===== src/verilog/occ_cfg_pkg.sv =====
// fixed configuration of the occupancy threshold tracker
// the occupancy must stay within 0 to CAPACITY and move by at most one per clock
// THRESHOLD must lie strictly above INITIAL_OCCUPANCY and at or below CAPACITY
// only the general mid-range case is supported, so THRESHOLD must also stay away from 1 and CAPACITY

package occ_cfg_pkg;

    ////////////////////////////////////////
    // user configuration
    ////////////////////////////////////////

    // highest occupancy the FIFO can ever hold
    localparam int CAPACITY = 1024;

    // threshold_reached is high while occupancy is at or above this level
    localparam int THRESHOLD = 700;

    // occupancy right after reset
    localparam int INITIAL_OCCUPANCY = 0;

    ////////////////////////////////////////
    // derived sizes
    ////////////////////////////////////////

    // the counter really tracks distance to the threshold, so only this difference matters
    localparam int INIT_OCC_TO_THRESH = THRESHOLD - INITIAL_OCCUPANCY;

    // bits 1:0 are exact and bits 4:2 are one clock late
    // everything from bit 5 upwards is the tessellated high part
    localparam int HI_BITS = $clog2(CAPACITY) - 5;

    // each tessellation stage holds at least this many high bits
    // smaller stages would add wrap registers without helping timing
    localparam int MIN_TESS_SIZE = 4;

    // ceiling of HI_BITS over MIN_TESS_SIZE
    // each stage adds one clock of lateness, two stages keep it well inside the budget
    localparam int TESS_STAGES = (HI_BITS + MIN_TESS_SIZE - 1) / MIN_TESS_SIZE;

    ////////////////////////////////////////
    // reset values
    ////////////////////////////////////////

    // the counter is built so that a distance of 0 to the threshold sits at lo=2, mid=1, hi=0
    // lo is offset by 2 and counts the usual way
    // mid and hi count in reverse, the group of 8 for mid is offset by 5
    // and the group of 32 for hi is offset by 13, which leaves the slack for stale bits
    // shifting the distance to the threshold just moves that many columns along the pattern
    localparam logic [1:0] LO_RESET = 2'(2 - INIT_OCC_TO_THRESH);

    // bits 4:2 of five plus the distance
    localparam logic [2:0] MID_RESET = 3'((5 + INIT_OCC_TO_THRESH) >> 2);

    // bits HI_BITS+4:5 of thirteen plus the distance
    localparam logic [HI_BITS-1:0] HI_RESET = HI_BITS'((13 + INIT_OCC_TO_THRESH) >> 5);

endpackage


===== src/verilog/occ_types_pkg.sv =====
// data types shared by the occupancy threshold tracker
// the high count width follows HI_BITS from the configuration package

package occ_types_pkg;

    import occ_cfg_pkg::*;

    ////////////////////////////////////////
    // counter fields
    ////////////////////////////////////////

    // exact low two bits of the occupancy
    typedef logic [1:0] lo_t;

    // occupancy bits 4:2, stored in reverse counting order
    typedef logic [2:0] mid_t;

    // occupancy bits from 5 upwards, also stored in reverse counting order
    typedef logic [HI_BITS-1:0] hi_t;

    ////////////////////////////////////////
    // interfaces between blocks
    ////////////////////////////////////////

    // one occupancy step per clock
    // incr must be low at CAPACITY and decr must be low at 0
    // both high together means a write and a read that cancel out
    typedef struct packed {
        logic incr;
        logic decr;
    } occ_step_t;

    // state of the exact low counter as seen by the later stages
    // lo_wrap pulses for one clock on the edge where lo moved between 3 and 0
    typedef struct packed {
        lo_t  lo;
        logic lo_wrap;
    } lo_state_t;

endpackage


===== src/verilog/occ_lo_counter.sv =====
// exact counter for occupancy bits 1:0
// follows the step on the same edge, there is no back-pressure
// lo_wrap tells the stale upper counter that a carry or borrow left bit 1
`timescale 1ns/100ps

module occ_lo_counter
    import occ_cfg_pkg::*;
    import occ_types_pkg::*;
(
    input  logic      clock,
    input  logic      aclrn,
    input  occ_step_t step,
    output lo_state_t lo_state
);

    lo_t  lo;
    logic lo_wrap;
    logic step_up;
    logic step_down;

    // a step only moves the count when exactly one of incr and decr is high
    assign step_up   = step.incr & ~step.decr;
    assign step_down = ~step.incr & step.decr;

    ////////////////////////////////////////
    // low count and wrap detect
    ////////////////////////////////////////

    always_ff @(posedge clock or negedge aclrn) begin
        if (!aclrn) begin
            lo      <= LO_RESET;
            lo_wrap <= 1'b0;
        end
        else begin
            // bit 0 toggles whenever exactly one of incr and decr is set
            lo[0] <= lo[0] ^ step.incr ^ step.decr;

            // bit 1 toggles on a carry out of bit 0 going up
            // or on a borrow out of bit 0 going down
            lo[1] <= lo[1] ^ (step_up & lo[0]) ^ (step_down & ~lo[0]);

            // next-state test, so the registered pulse lines up with the actual wrap
            // 3 and going up or 0 and going down
            lo_wrap <= (step_up & (lo == 2'd3)) | (step_down & (lo == 2'd0));
        end
    end

    assign lo_state.lo      = lo;
    assign lo_state.lo_wrap = lo_wrap;

    ////////////////////////////////////////
    // checks
    ////////////////////////////////////////

    // a wrap pulse always comes with a single move across the 3 to 0 boundary
    // the upper counter takes its direction from lo parity, so this must hold
    lo_wrap_single_step_a: assert property (
        @(posedge clock) disable iff (!aclrn)
        lo_wrap |-> ((lo == 2'd0) && ($past(lo) == 2'd3)) ||
                    ((lo == 2'd3) && ($past(lo) == 2'd0))
    ) else $error("lo_wrap without a single step between 3 and 0");

endmodule


===== src/verilog/occ_upper_counter.sv =====
// stale counter for occupancy bits 4:2 and all higher bits
// mid and the high stages count in reverse order relative to the occupancy
// the zero detect and count_at_target have no reset, hold aclrn for at least 4 clocks
// later high wrap registers also settle only through held reset
// relies on the occupancy moving by at most one per clock
`timescale 1ns/100ps

module occ_upper_counter
    import occ_cfg_pkg::*;
    import occ_types_pkg::*;
(
    input  logic      clock,
    input  logic      aclrn,
    input  lo_state_t lo_state,
    output logic      count_at_target
);

    mid_t mid;
    logic mid_wrap;
    hi_t  hi;

    // index 0 describes mid, index g+1 describes high stage g
    logic [TESS_STAGES:0] wrap;
    logic [TESS_STAGES:0] odd;

    // stale check that {hi, mid[2]} is all zero
    logic upper_zeros;

    ////////////////////////////////////////
    // mid count, one clock late
    ////////////////////////////////////////

    always_ff @(posedge clock or negedge aclrn) begin
        if (!aclrn) begin
            mid      <= MID_RESET;
            mid_wrap <= 1'b0;
        end
        else begin
            if (lo_state.lo_wrap) begin
                // lo odd right after a wrap means it went from 0 to 3
                // the occupancy went down, so the reversed mid count goes up
                if (lo_state.lo[0]) begin
                    mid <= mid + 1'b1;
                end
                else begin
                    mid <= mid - 1'b1;
                end
            end

            // mid wraps between 5 and 6 rather than 7 and 0
            // that keeps the group of 4 aligned with the high groups
            mid_wrap <= lo_state.lo_wrap &
                        (lo_state.lo[0] ? (mid == 3'd5) : (mid == 3'd6));
        end
    end

    // the first high stage takes its enable and direction from mid
    assign wrap[0] = mid_wrap;
    assign odd[0]  = mid[0];

    ////////////////////////////////////////
    // tessellated high stages
    ////////////////////////////////////////

    for (genvar g = 0; g < TESS_STAGES; g++) begin : gen_hi_stage
        // bit range of hi owned by this stage, START inclusive and STOP exclusive
        localparam int START = g * HI_BITS / TESS_STAGES;
        localparam int STOP  = (g + 1) * HI_BITS / TESS_STAGES;

        logic [STOP-START-1:0] seg;
        logic                  seg_wrap;
        logic                  seg_wrap_next;

        // wrap when going down from 0 or going up from all ones
        assign seg_wrap_next = wrap[g] & (odd[g] ? ~(|seg) : (&seg));

        always_ff @(posedge clock or negedge aclrn) begin
            if (!aclrn) begin
                seg <= HI_RESET[STOP-1:START];
            end
            else if (wrap[g]) begin
                // odd previous stage means the occupancy went up, so the reversed count goes down
                if (odd[g]) begin
                    seg <= seg - 1'b1;
                end
                else begin
                    seg <= seg + 1'b1;
                end
            end
        end

        if (g == 0) begin : gen_wrap_rst
            // the first high wrap is cleared directly
            always_ff @(posedge clock or negedge aclrn) begin
                if (!aclrn) begin
                    seg_wrap <= 1'b0;
                end
                else begin
                    seg_wrap <= seg_wrap_next;
                end
            end
        end
        else begin : gen_wrap_free
            // previous wrap is held low in reset, so this one clears a clock later
            always_ff @(posedge clock) begin
                seg_wrap <= seg_wrap_next;
            end
        end

        assign hi[STOP-1:START] = seg;
        assign wrap[g+1]        = seg_wrap;
        assign odd[g+1]         = seg[0];

        // a stage can only wrap on the clock after the stage below it wrapped
        // and the parity it hands on must keep the direction of that carry or borrow
        hi_wrap_chain_a: assert property (
            @(posedge clock) disable iff (!aclrn)
            wrap[g+1] |-> $past(wrap[g]) && (odd[g+1] == $past(odd[g]))
        ) else $error("high stage %0d wrapped without a matching carry from below", g);
    end

    ////////////////////////////////////////
    // target detect
    ////////////////////////////////////////

    always_ff @(posedge clock) begin
        // mid[2] is slow enough to be judged together with the high bits
        upper_zeros <= ({hi, mid[2]} == '0);

        // mid[1:0] next state equals 1 when it is 1 and idle,
        // or 0 and about to count up, or 2 and about to count down
        count_at_target <= upper_zeros &
                           (!lo_state.lo_wrap ? (mid[1:0] == 2'd1) :
                            lo_state.lo[0]    ? (mid[1:0] == 2'd0) :
                                                (mid[1:0] == 2'd2));
    end

endmodule


===== src/verilog/occupancy_threshold.sv =====
// occupancy threshold tracker, top level
// threshold_reached reflects the step sampled on the previous edge
// every step is consumed on the edge that samples it, there is no back-pressure
// hold aclrn low for at least 4 clocks so the unreset pipeline settles
`timescale 1ns/100ps

module occupancy_threshold
    import occ_types_pkg::*;
(
    input  logic      clock,
    input  logic      aclrn,
    input  occ_step_t step,
    output logic      threshold_reached
);

    lo_state_t lo_state;
    logic      count_at_target;

    // exact bits 1:0 and the wrap pulse for the upper part
    occ_lo_counter lo_counter_i (
        .clock    (clock),
        .aclrn    (aclrn),
        .step     (step),
        .lo_state (lo_state)
    );

    // stale bits 4:2 and above, reduced to one at-target flag
    occ_upper_counter upper_counter_i (
        .clock           (clock),
        .aclrn           (aclrn),
        .lo_state        (lo_state),
        .count_at_target (count_at_target)
    );

    // combine the exact low count with the stale flag
    threshold_decide decide_i (
        .clock             (clock),
        .aclrn             (aclrn),
        .step              (step),
        .lo_state          (lo_state),
        .count_at_target   (count_at_target),
        .threshold_reached (threshold_reached)
    );

endmodule


===== src/verilog/threshold_decide.sv =====
// final stage that flips threshold_reached at the crossing point
// the crossing is decided from exact lo and the stale count_at_target
// threshold_reached resets low, THRESHOLD is above the initial occupancy
`timescale 1ns/100ps

module threshold_decide
    import occ_types_pkg::*;
(
    input  logic      clock,
    input  logic      aclrn,
    input  occ_step_t step,
    input  lo_state_t lo_state,
    input  logic      count_at_target,
    output logic      threshold_reached
);

    logic step_up;
    logic step_down;

    // incr and decr together cancel and never move the output
    assign step_up   = step.incr & ~step.decr;
    assign step_down = ~step.incr & step.decr;

    ////////////////////////////////////////
    // crossing decision
    ////////////////////////////////////////

    always_ff @(posedge clock or negedge aclrn) begin
        if (!aclrn) begin
            threshold_reached <= 1'b0;
        end
        else begin
            // lo=1 with the upper bits on target is one below the threshold
            // so a pure increment lands exactly on it
            if (step_up & (lo_state.lo == 2'd1) & count_at_target) begin
                threshold_reached <= 1'b1;
            end
            // lo=2 with the upper bits on target is the threshold itself
            // and a pure decrement drops below it
            else if (step_down & (lo_state.lo == 2'd2) & count_at_target) begin
                threshold_reached <= 1'b0;
            end
        end
    end

    ////////////////////////////////////////
    // checks
    ////////////////////////////////////////

    // the output only moves on a real step, and that step crosses between lo 1 and 2
    // so the low counter can never report a wrap on the same edge
    reached_moves_on_step_a: assert property (
        @(posedge clock) disable iff (!aclrn)
        $changed(threshold_reached) |->
            $past(step.incr ^ step.decr) && !lo_state.lo_wrap
    ) else $error("threshold_reached changed without a single step");

endmodule


===== config.mk =====
export PLATFORM = sky130hd
export DESIGN_NAME = occupancy_threshold
export DESIGN_NICKNAME = d
export VERILOG_FILES = /design/src/verilog/occ_cfg_pkg.sv /design/src/verilog/occ_types_pkg.sv /design/src/verilog/occ_lo_counter.sv /design/src/verilog/occ_upper_counter.sv /design/src/verilog/occupancy_threshold.sv /design/src/verilog/threshold_decide.sv
export SDC_FILE = /design/constraint.sdc
export NUM_CORES = 1
export LEC_CHECK = 0
export BUFFER_PORTS_ARGS = -buffer_cell sky130_fd_sc_hd__clkbuf_2
export CORE_ASPECT_RATIO = 1.2
export CORE_MARGIN = 10
export CORE_UTILIZATION = 25
export CTS_BUF_LIST = sky130_fd_sc_hd__clkbuf_16
export DETAILED_ROUTE_END_ITERATION = 16
export PLACE_DENSITY = 0.36
export SYNTH_ARGS = -nofsm -noshare
export SYNTH_HDL_FRONTEND = slang
export SYNTH_SLANG_ARGS = --single-unit

===== constraint.sdc =====
create_clock -name clock -period 1.55 [get_ports clock]
set_input_delay 0.2325 -clock clock [delete_from_list [all_inputs] [get_ports clock]]
set_output_delay 0.2325 -clock clock [all_outputs]
set_load 0.02 [all_outputs]

==> results_dict.tcl, run 1 <==
set metrics [dict create \
    status "finished clean" \
    clock_latency_ns 0.24 \
    antenna_left 0 \
    htree_levels 1 \
    grt_max_degree 15 \
    ios 5 \
    drive_gt1_share_pct 24.7 \
    post-cts-setup-buffers 0 \
    cts_tree "done" \
    antenna_cells 0 \
    netlist_instances 68 \
    worst_setup_path_end_kind "flip-flop" \
    dp_hpwl_um 1010 \
    area_growth_pct 20.3 \
    first_pass_iters 2 \
    fin_hold_ws_ns 0.256 \
    via_per_inst 4.20 \
    grt_pass1_vias 501 \
    die_w_um 70.9 \
    clk_pin_slew_ns 0.05 \
    slew_viol_final 0 \
    p_leak_uw 0.000395 \
    cts_buffers 3 \
    arrival_ns 1.61 \
    tns_ns 0 \
    max_freq_mhz 693 \
    setup_viol 0 \
    ys.warnings.count 0 \
    vias 475 \
    wl_um 1340 \
    design.die.area_mm2 0.00575 \
    crit_type "flip-flop to flip-flop" \
    hold_violations 0 \
    power_density_mw_per_mm2 2040 \
    relSlewSlack_pct 75.5 \
    cp.required_ns 1.72 \
    place_congestion 0.662 \
    regArea_um2 395 \
    coreArea_mm2 0.00303 \
    ys_types 25 \
    rsz0062_at_grt "false" \
    num_rows 22 \
    ys_seq_area_share_pct 50.9 \
    drc 0 \
    root_buffer "clkbuf_16" \
    peakVddDrop_mv 0.917 \
    start_util_pct 25.7 \
    final.min_clock_period_ns 1.44 \
    min_path_type "input pin to flip-flop" \
    tightest_slew_ns 0.367 \
    total_power_uw 1910 \
    r2r_cells 5 \
    cap_violations 0 \
    grt_pass1_wl_um 2360 \
    syn_nets 75 \
    ys_ff_latch 16 \
    critPathLaunchType "flip-flop" \
    cts_sinks 16 \
    min_path_cells 2 \
    period_share_pct 93.1 \
    grt_overflow_total 0 \
    die_h_um 81.1 \
    syn_avg_cell_area_um2 11.4 \
    wire_per_inst_um 11.8 \
    clockBufferDepth 2 \
    fin_skew_ns 0.00288 \
    io_buffers 4 \
    drt_iter0_markers 5 \
    worst-path-max-fanout 3 \
    nNetsFinal 85 \
    synth_area_um2 777 \
    n_fill_cell 311 \
    antenna_found_initial 0 \
    multi_input_area_um2 344 \
    grt_usage_pct 5.27 \
]
-- layer usage --
layer / GRT usage (%) / vias up / part of all wire, %
li1: - / 240 / -
met1: 5.82 / 228 / 45
met2: 8.38 / 5 / 50
met3: 1.95 / 2 / 3.4
met4: 3.49 / 0 / 1.1
met5: 0 / - / 0
-- where the power goes --
part,leakage [uW],internal [uW],switching [uW]
clock,0.0000385,342,153
combinational,0.000176,350,309
sequential,0.000181,605,148
total,0.000395,1300,609
-- what timing repair did --
action,in CTS,in global routing
gates resized for setup,0,1
setup endpoints to repair,0,1
endpoints found under the hold margin,10,0
hold buffers,1,0
-- path summary, 6_finish.rpt --
check                                                       start                                      to  slack (ns)
max                        upper_counter_i.gen_hi_stage[1].seg[0]  upper_counter_i.gen_hi_stage[1].seg[2]        0.11
min                                                       step[0]                      lo_counter_i.lo[0]        0.26
max reg2reg                upper_counter_i.gen_hi_stage[1].seg[0]  upper_counter_i.gen_hi_stage[1].seg[2]        0.11
min reg2reg                           upper_counter_i.upper_zeros         upper_counter_i.count_at_target        0.46
max in group asynchronous                                   aclrn  upper_counter_i.gen_hi_stage[1].seg[2]        0.80
min in group asynchronous                                   aclrn  upper_counter_i.gen_hi_stage[1].seg[1]        0.44
-- critical path: stages, from the launching register on --
cell	delay, ns
dfstp_2	0.55
inv_1	0.06
fa_2	0.38
xnor2_1	0.16
nand2_1	0.08
xnor2_1	0.14
-- kinds of logic after synthesis --
| logic type | Yosys count | share of synthesized area [%] |
|---|---|---|
| DFF | 16 | 50.9 |
| xor gates and xnor gates | 14 | 15.8 |
| adders and majority gates | 3 | 6.76 |
| muxes | 1 | 1.45 |
| and+or+nand+nor | 18 | 12.9 |
| buffers and inverters | 8 | 5.15 |
| AOI/OAI and AO/OA | 8 | 7.09 |
-- state kept, by name, indices dropped and copies added, names as in the netlist --
name and cells:
upper_counter_i.gen_hi_stage.seg 5, upper_counter_i.mid 3, lo_counter_i.lo 2, decide_i.threshold_reached 1, lo_counter_i.lo_wrap 1, upper_counter_i.count_at_target 1, upper_counter_i.gen_hi_stage.seg_wrap 1, upper_counter_i.mid_wrap 1
upper_counter_i.upper_zeros 1
-- cell type report --
cell class                      count  area share (%)
Clock buffer                        3            8.03
Clock inverter                      1           0.402
Inverter                            5            2.01
Multi-Input combinational cell     44            36.8
Sequential cell                    16            42.3
Tap cell                           36            4.82
Timing Repair Buffer                8            5.62
-- cell usage after synthesis, drive strengths merged --
cell,instances,area share [%]
and3b,1,1.1
xnor2,8,9.0
a41oi,1,1.1
xor2,6,6.8
a21oi,2,1.3
dfstp,4,14
dfrtp,10,32
nor3,3,2.6
a21boi,2,1.9
or4,1,1.4
ha,1,1.6
mux2,1,1.4
inv,5,2.4
nor2,3,1.4
dfxtp,2,5.2
nand2,7,3.4
nand3b,3,2.9
o21ai,1,0.64
fa,2,5.2
buf,3,2.7
o31ai,1,0.97
a31o,1,1.1
-- per-stage QoR --
step	worst slack, ns	instances	util [%]	instance area, um2
after CTS	0.0538	113	30.8	932
final	0.108	113	30.9	935
after floorplan	0.147	68	-	777
after detailed placement	0.0863	108	27.9	843
after global placement	0.119	108	27.9	843
after global routing	0.0389	113	30.9	935
-- placed cells by master (no fill, tap or decap), types with 2 or more instances in the layout --
| cell | synthesis | routed |
|---|---|---|
| dfrtp_1 | 10 | 10 |
| nand2_1 | 7 | 7 |
| xor2_1 | 6 | 6 |
| clkbuf_2 | 0 | 4 |
| nand3b_1 | 3 | 3 |
| a21oi_1 | 2 | 2 |
| nor3_1 | 2 | 2 |
| xnor2_1 | 8 | 8 |
| dfstp_2 | 4 | 4 |
| inv_1 | 5 | 5 |
| nor2_1 | 3 | 3 |
| buf_4 | 0 | 3 |
| clkbuf_16 | 0 | 3 |
| dfxtp_1 | 2 | 2 |
No activity file was read; power rests on OpenSTA's default activity.
==> run 2, diff against run 1 <==
PLACE_DENSITY = 0.39   (was 0.36)
SLEW_MARGIN = 20   (was default)
SYNTH_HIERARCHICAL = 1   (was default)
==> results_dict.tcl, run 2 <==
set metrics [dict create \
    status "finished clean" \
    slew_viol_final 0 \
    via_per_inst 4.01 \
    synth_simple_gate_area_share_pct 10.9 \
    ys_types 26 \
    clock_latency_ns 0.24 \
    design.die.area_mm2 0.00575 \
    final.min_clock_period_ns 1.45 \
    ios 5 \
    critPathLaunchType "flip-flop" \
    vias 453 \
    regArea_um2 395 \
    grt_pass1_vias 489 \
    io_buffers 4 \
    top_regs "upper_counter_i/gen_hi_stage.seg x5, upper_counter_i/mid x3, lo_counter_i/lo x2" \
    largest-register "upper_counter_i/gen_hi_stage.seg" \
    n_fill_cell 316 \
    root_buffer "clkbuf_16" \
    hold_violations 0 \
    cts_buffers 3 \
    grt_usage_pct 4.89 \
    antenna_found_initial 0 \
    die_h_um 81.1 \
    period_share_pct 93.4 \
    synth_xor_area_share_pct 15.8 \
    post-place-ws_ns 0.114 \
    min_path_type "input pin to flip-flop" \
    drc 0 \
    worst_setup_path_end_kind "flip-flop" \
    grt_pass1_wl_um 2210 \
    synthAdderAreaFrac_pct 6.75 \
    worst-path-max-fanout 3 \
    arrival_ns 1.62 \
    yosysTopAreaCell "dfrtp_1" \
    placed_area_um2 846 \
    clk_pin_slew_ns 0.05 \
    holdBufCountCts 1 \
    cpMostUsedCell "xnor2_1" \
    grt_overflow_total 0 \
    htree_levels 1 \
    synthFlopType "dfrtp_1" \
    synth_top_cell_area_share_pct 32.2 \
    antenna_cells 0 \
    critPathTopFamily "flip-flops" \
    cp_slowest_cell "dfstp_2" \
    fin_ws_ns 0.102 \
    netlist_top_cells_area "dfrtp_1, dfstp_2, xnor2_1" \
    cp_num_buf_inv 1 \
    ys.warnings.count 6 \
    cap_violations 0 \
    cts-resized-gates 0 \
    largest_reg_flops 5 \
    antenna_left 0 \
    power_density_mw_per_mm2 2000 \
    wl_um 1210 \
    synth_top_family_by_area "XOR/XNOR gates" \
    netlist_instances 68 \
    grt_max_degree 15 \
    multi_input_area_um2 340 \
    layout_commonest_cell "dfrtp_1" \
    rsz0062_at_grt "false" \
    total_power_uw 1870 \
    max_freq_mhz 691 \
    syn_avg_cell_area_um2 11.4 \
    start_util_pct 25.7 \
    post-synth-top-count-cell "dfrtp_1" \
    ys_seq_area_share_pct 50.8 \
    post-cts-setup-buffers 0 \
    synth_compound_area_share_pct 7.56 \
    area_growth_pct 20.1 \
    synth_edf_count 0 \
    cp.required_ns 1.72 \
    wire_per_inst_um 10.7 \
    fin_util_pct 30.9 \
    cts_tree "done" \
    drive_gt1_share_pct 22.1 \
    cts_sinks 16 \
    crit_chain "inv_1, fa_1, xnor2_1, nand2_1, xnor2_1" \
    yosys-top-cells-count "dfrtp_1, xnor2_1, nand2_1" \
    crit_type "flip-flop to flip-flop" \
    synthArstFlopShare_pct 87.5 \
    clockBufferDepth 2 \
    nNetsFinal 85 \
    ys_ff_latch 16 \
    first_pass_iters 3 \
    tightest_slew_ns 0.371 \
    die_w_um 70.9 \
    place_congestion 0.679 \
    synth_area_um2 778 \
    max_stage_delay_ns 0.54 \
    drt_iter0_markers 24 \
    final_area_um2 935 \
    num_rows 22 \
    peakVddDrop_mv 0.797 \
    fin_skew_ns 0.00270 \
    dp_hpwl_um 917 \
    tns_ns 0 \
    coreArea_mm2 0.00303 \
    p_leak_uw 0.000392 \
    mostFrequentLayoutCells "dfrtp_1, xnor2_1, nand2_1" \
    setup_viol 0 \
    syn_nets 75 \
    synthMuxAreaShare_pct 2.73 \
    relSlewSlack_pct 75.3 \
]
[run 2: per-layer routing]
metal,GRT usage (%),vias up,share of wire (%)
met2,7.13,7,44
met4,1.74,0,0.91
met5,0,-,0
li1,-,235,-
met3,2.93,2,5.1
met1,5.79,209,50
[run 2: area by class of cell]
class | instances | area share (%)
Tap cell | 36 | 4.82
Multi-Input combinational cell | 43 | 36.4
Clock inverter | 1 | 0.402
Clock buffer | 3 | 8.03
Sequential cell | 16 | 42.3
Timing Repair Buffer | 8 | 5.62
Inverter | 6 | 2.41
[run 2: worst paths after layout]
path / start / to / slack (ns) / cells past startpoint
hold / removal: step[0] / decide_i/threshold_reached / 0.24 / 2
min in group asynchronous: aclrn / upper_counter_i/gen_hi_stage[0].seg_wrap / 0.43 / 2
hold reg to reg: upper_counter_i/gen_hi_stage[1].seg[1] / upper_counter_i/upper_zeros / 0.43 / 1
setup / recovery: upper_counter_i/gen_hi_stage[1].seg[0] / upper_counter_i/gen_hi_stage[1].seg[2] / 0.10 / 5
setup reg to reg: upper_counter_i/gen_hi_stage[1].seg[0] / upper_counter_i/gen_hi_stage[1].seg[2] / 0.10 / 5
max in group asynchronous: aclrn / lo_counter_i/lo[1] / 0.80 / 2
[run 2: kinds of logic (layout without fill, tap and decap cells)]
kind of cell | after synthesis | after routing
simple gates | 17 | 17
flops | 16 | 16
xor+xnor | 14 | 14
buf+inv | 9 | 18
compound gates | 7 | 7
fa+ha+maj | 3 | 3
mux | 2 | 2
[run 2: power breakdown]
group          internal, uW  switching [uW]  leakage [uW]  total (uW)
registers               606             128      0.000182         735
clock network           342             154     0.0000385         496
logic                   324             315      0.000172         639
total                  1270             597      0.000392        1870
[run 2: worst register-to-register path, delay by kind of cell (launching register included)]
family,cells,cell delay [ns]
adder cells (fa/ha/maj),1,0.40
XOR/XNOR,2,0.30
flip-flops,1,0.54
buffers and inverters,1,0.06
AND/OR/NAND/NOR,1,0.08
[run 2: metrics by stage]
step | hold slack [ns] | cells
2_1_floorplan | -0.0631 | 68
3_3_place_gp | 0.174 | 108
3_5_place_dp | 0.169 | 108
4_1_cts | 0.231 | 113
5_1_grt | 0.257 | 113
6_report | 0.239 | 113
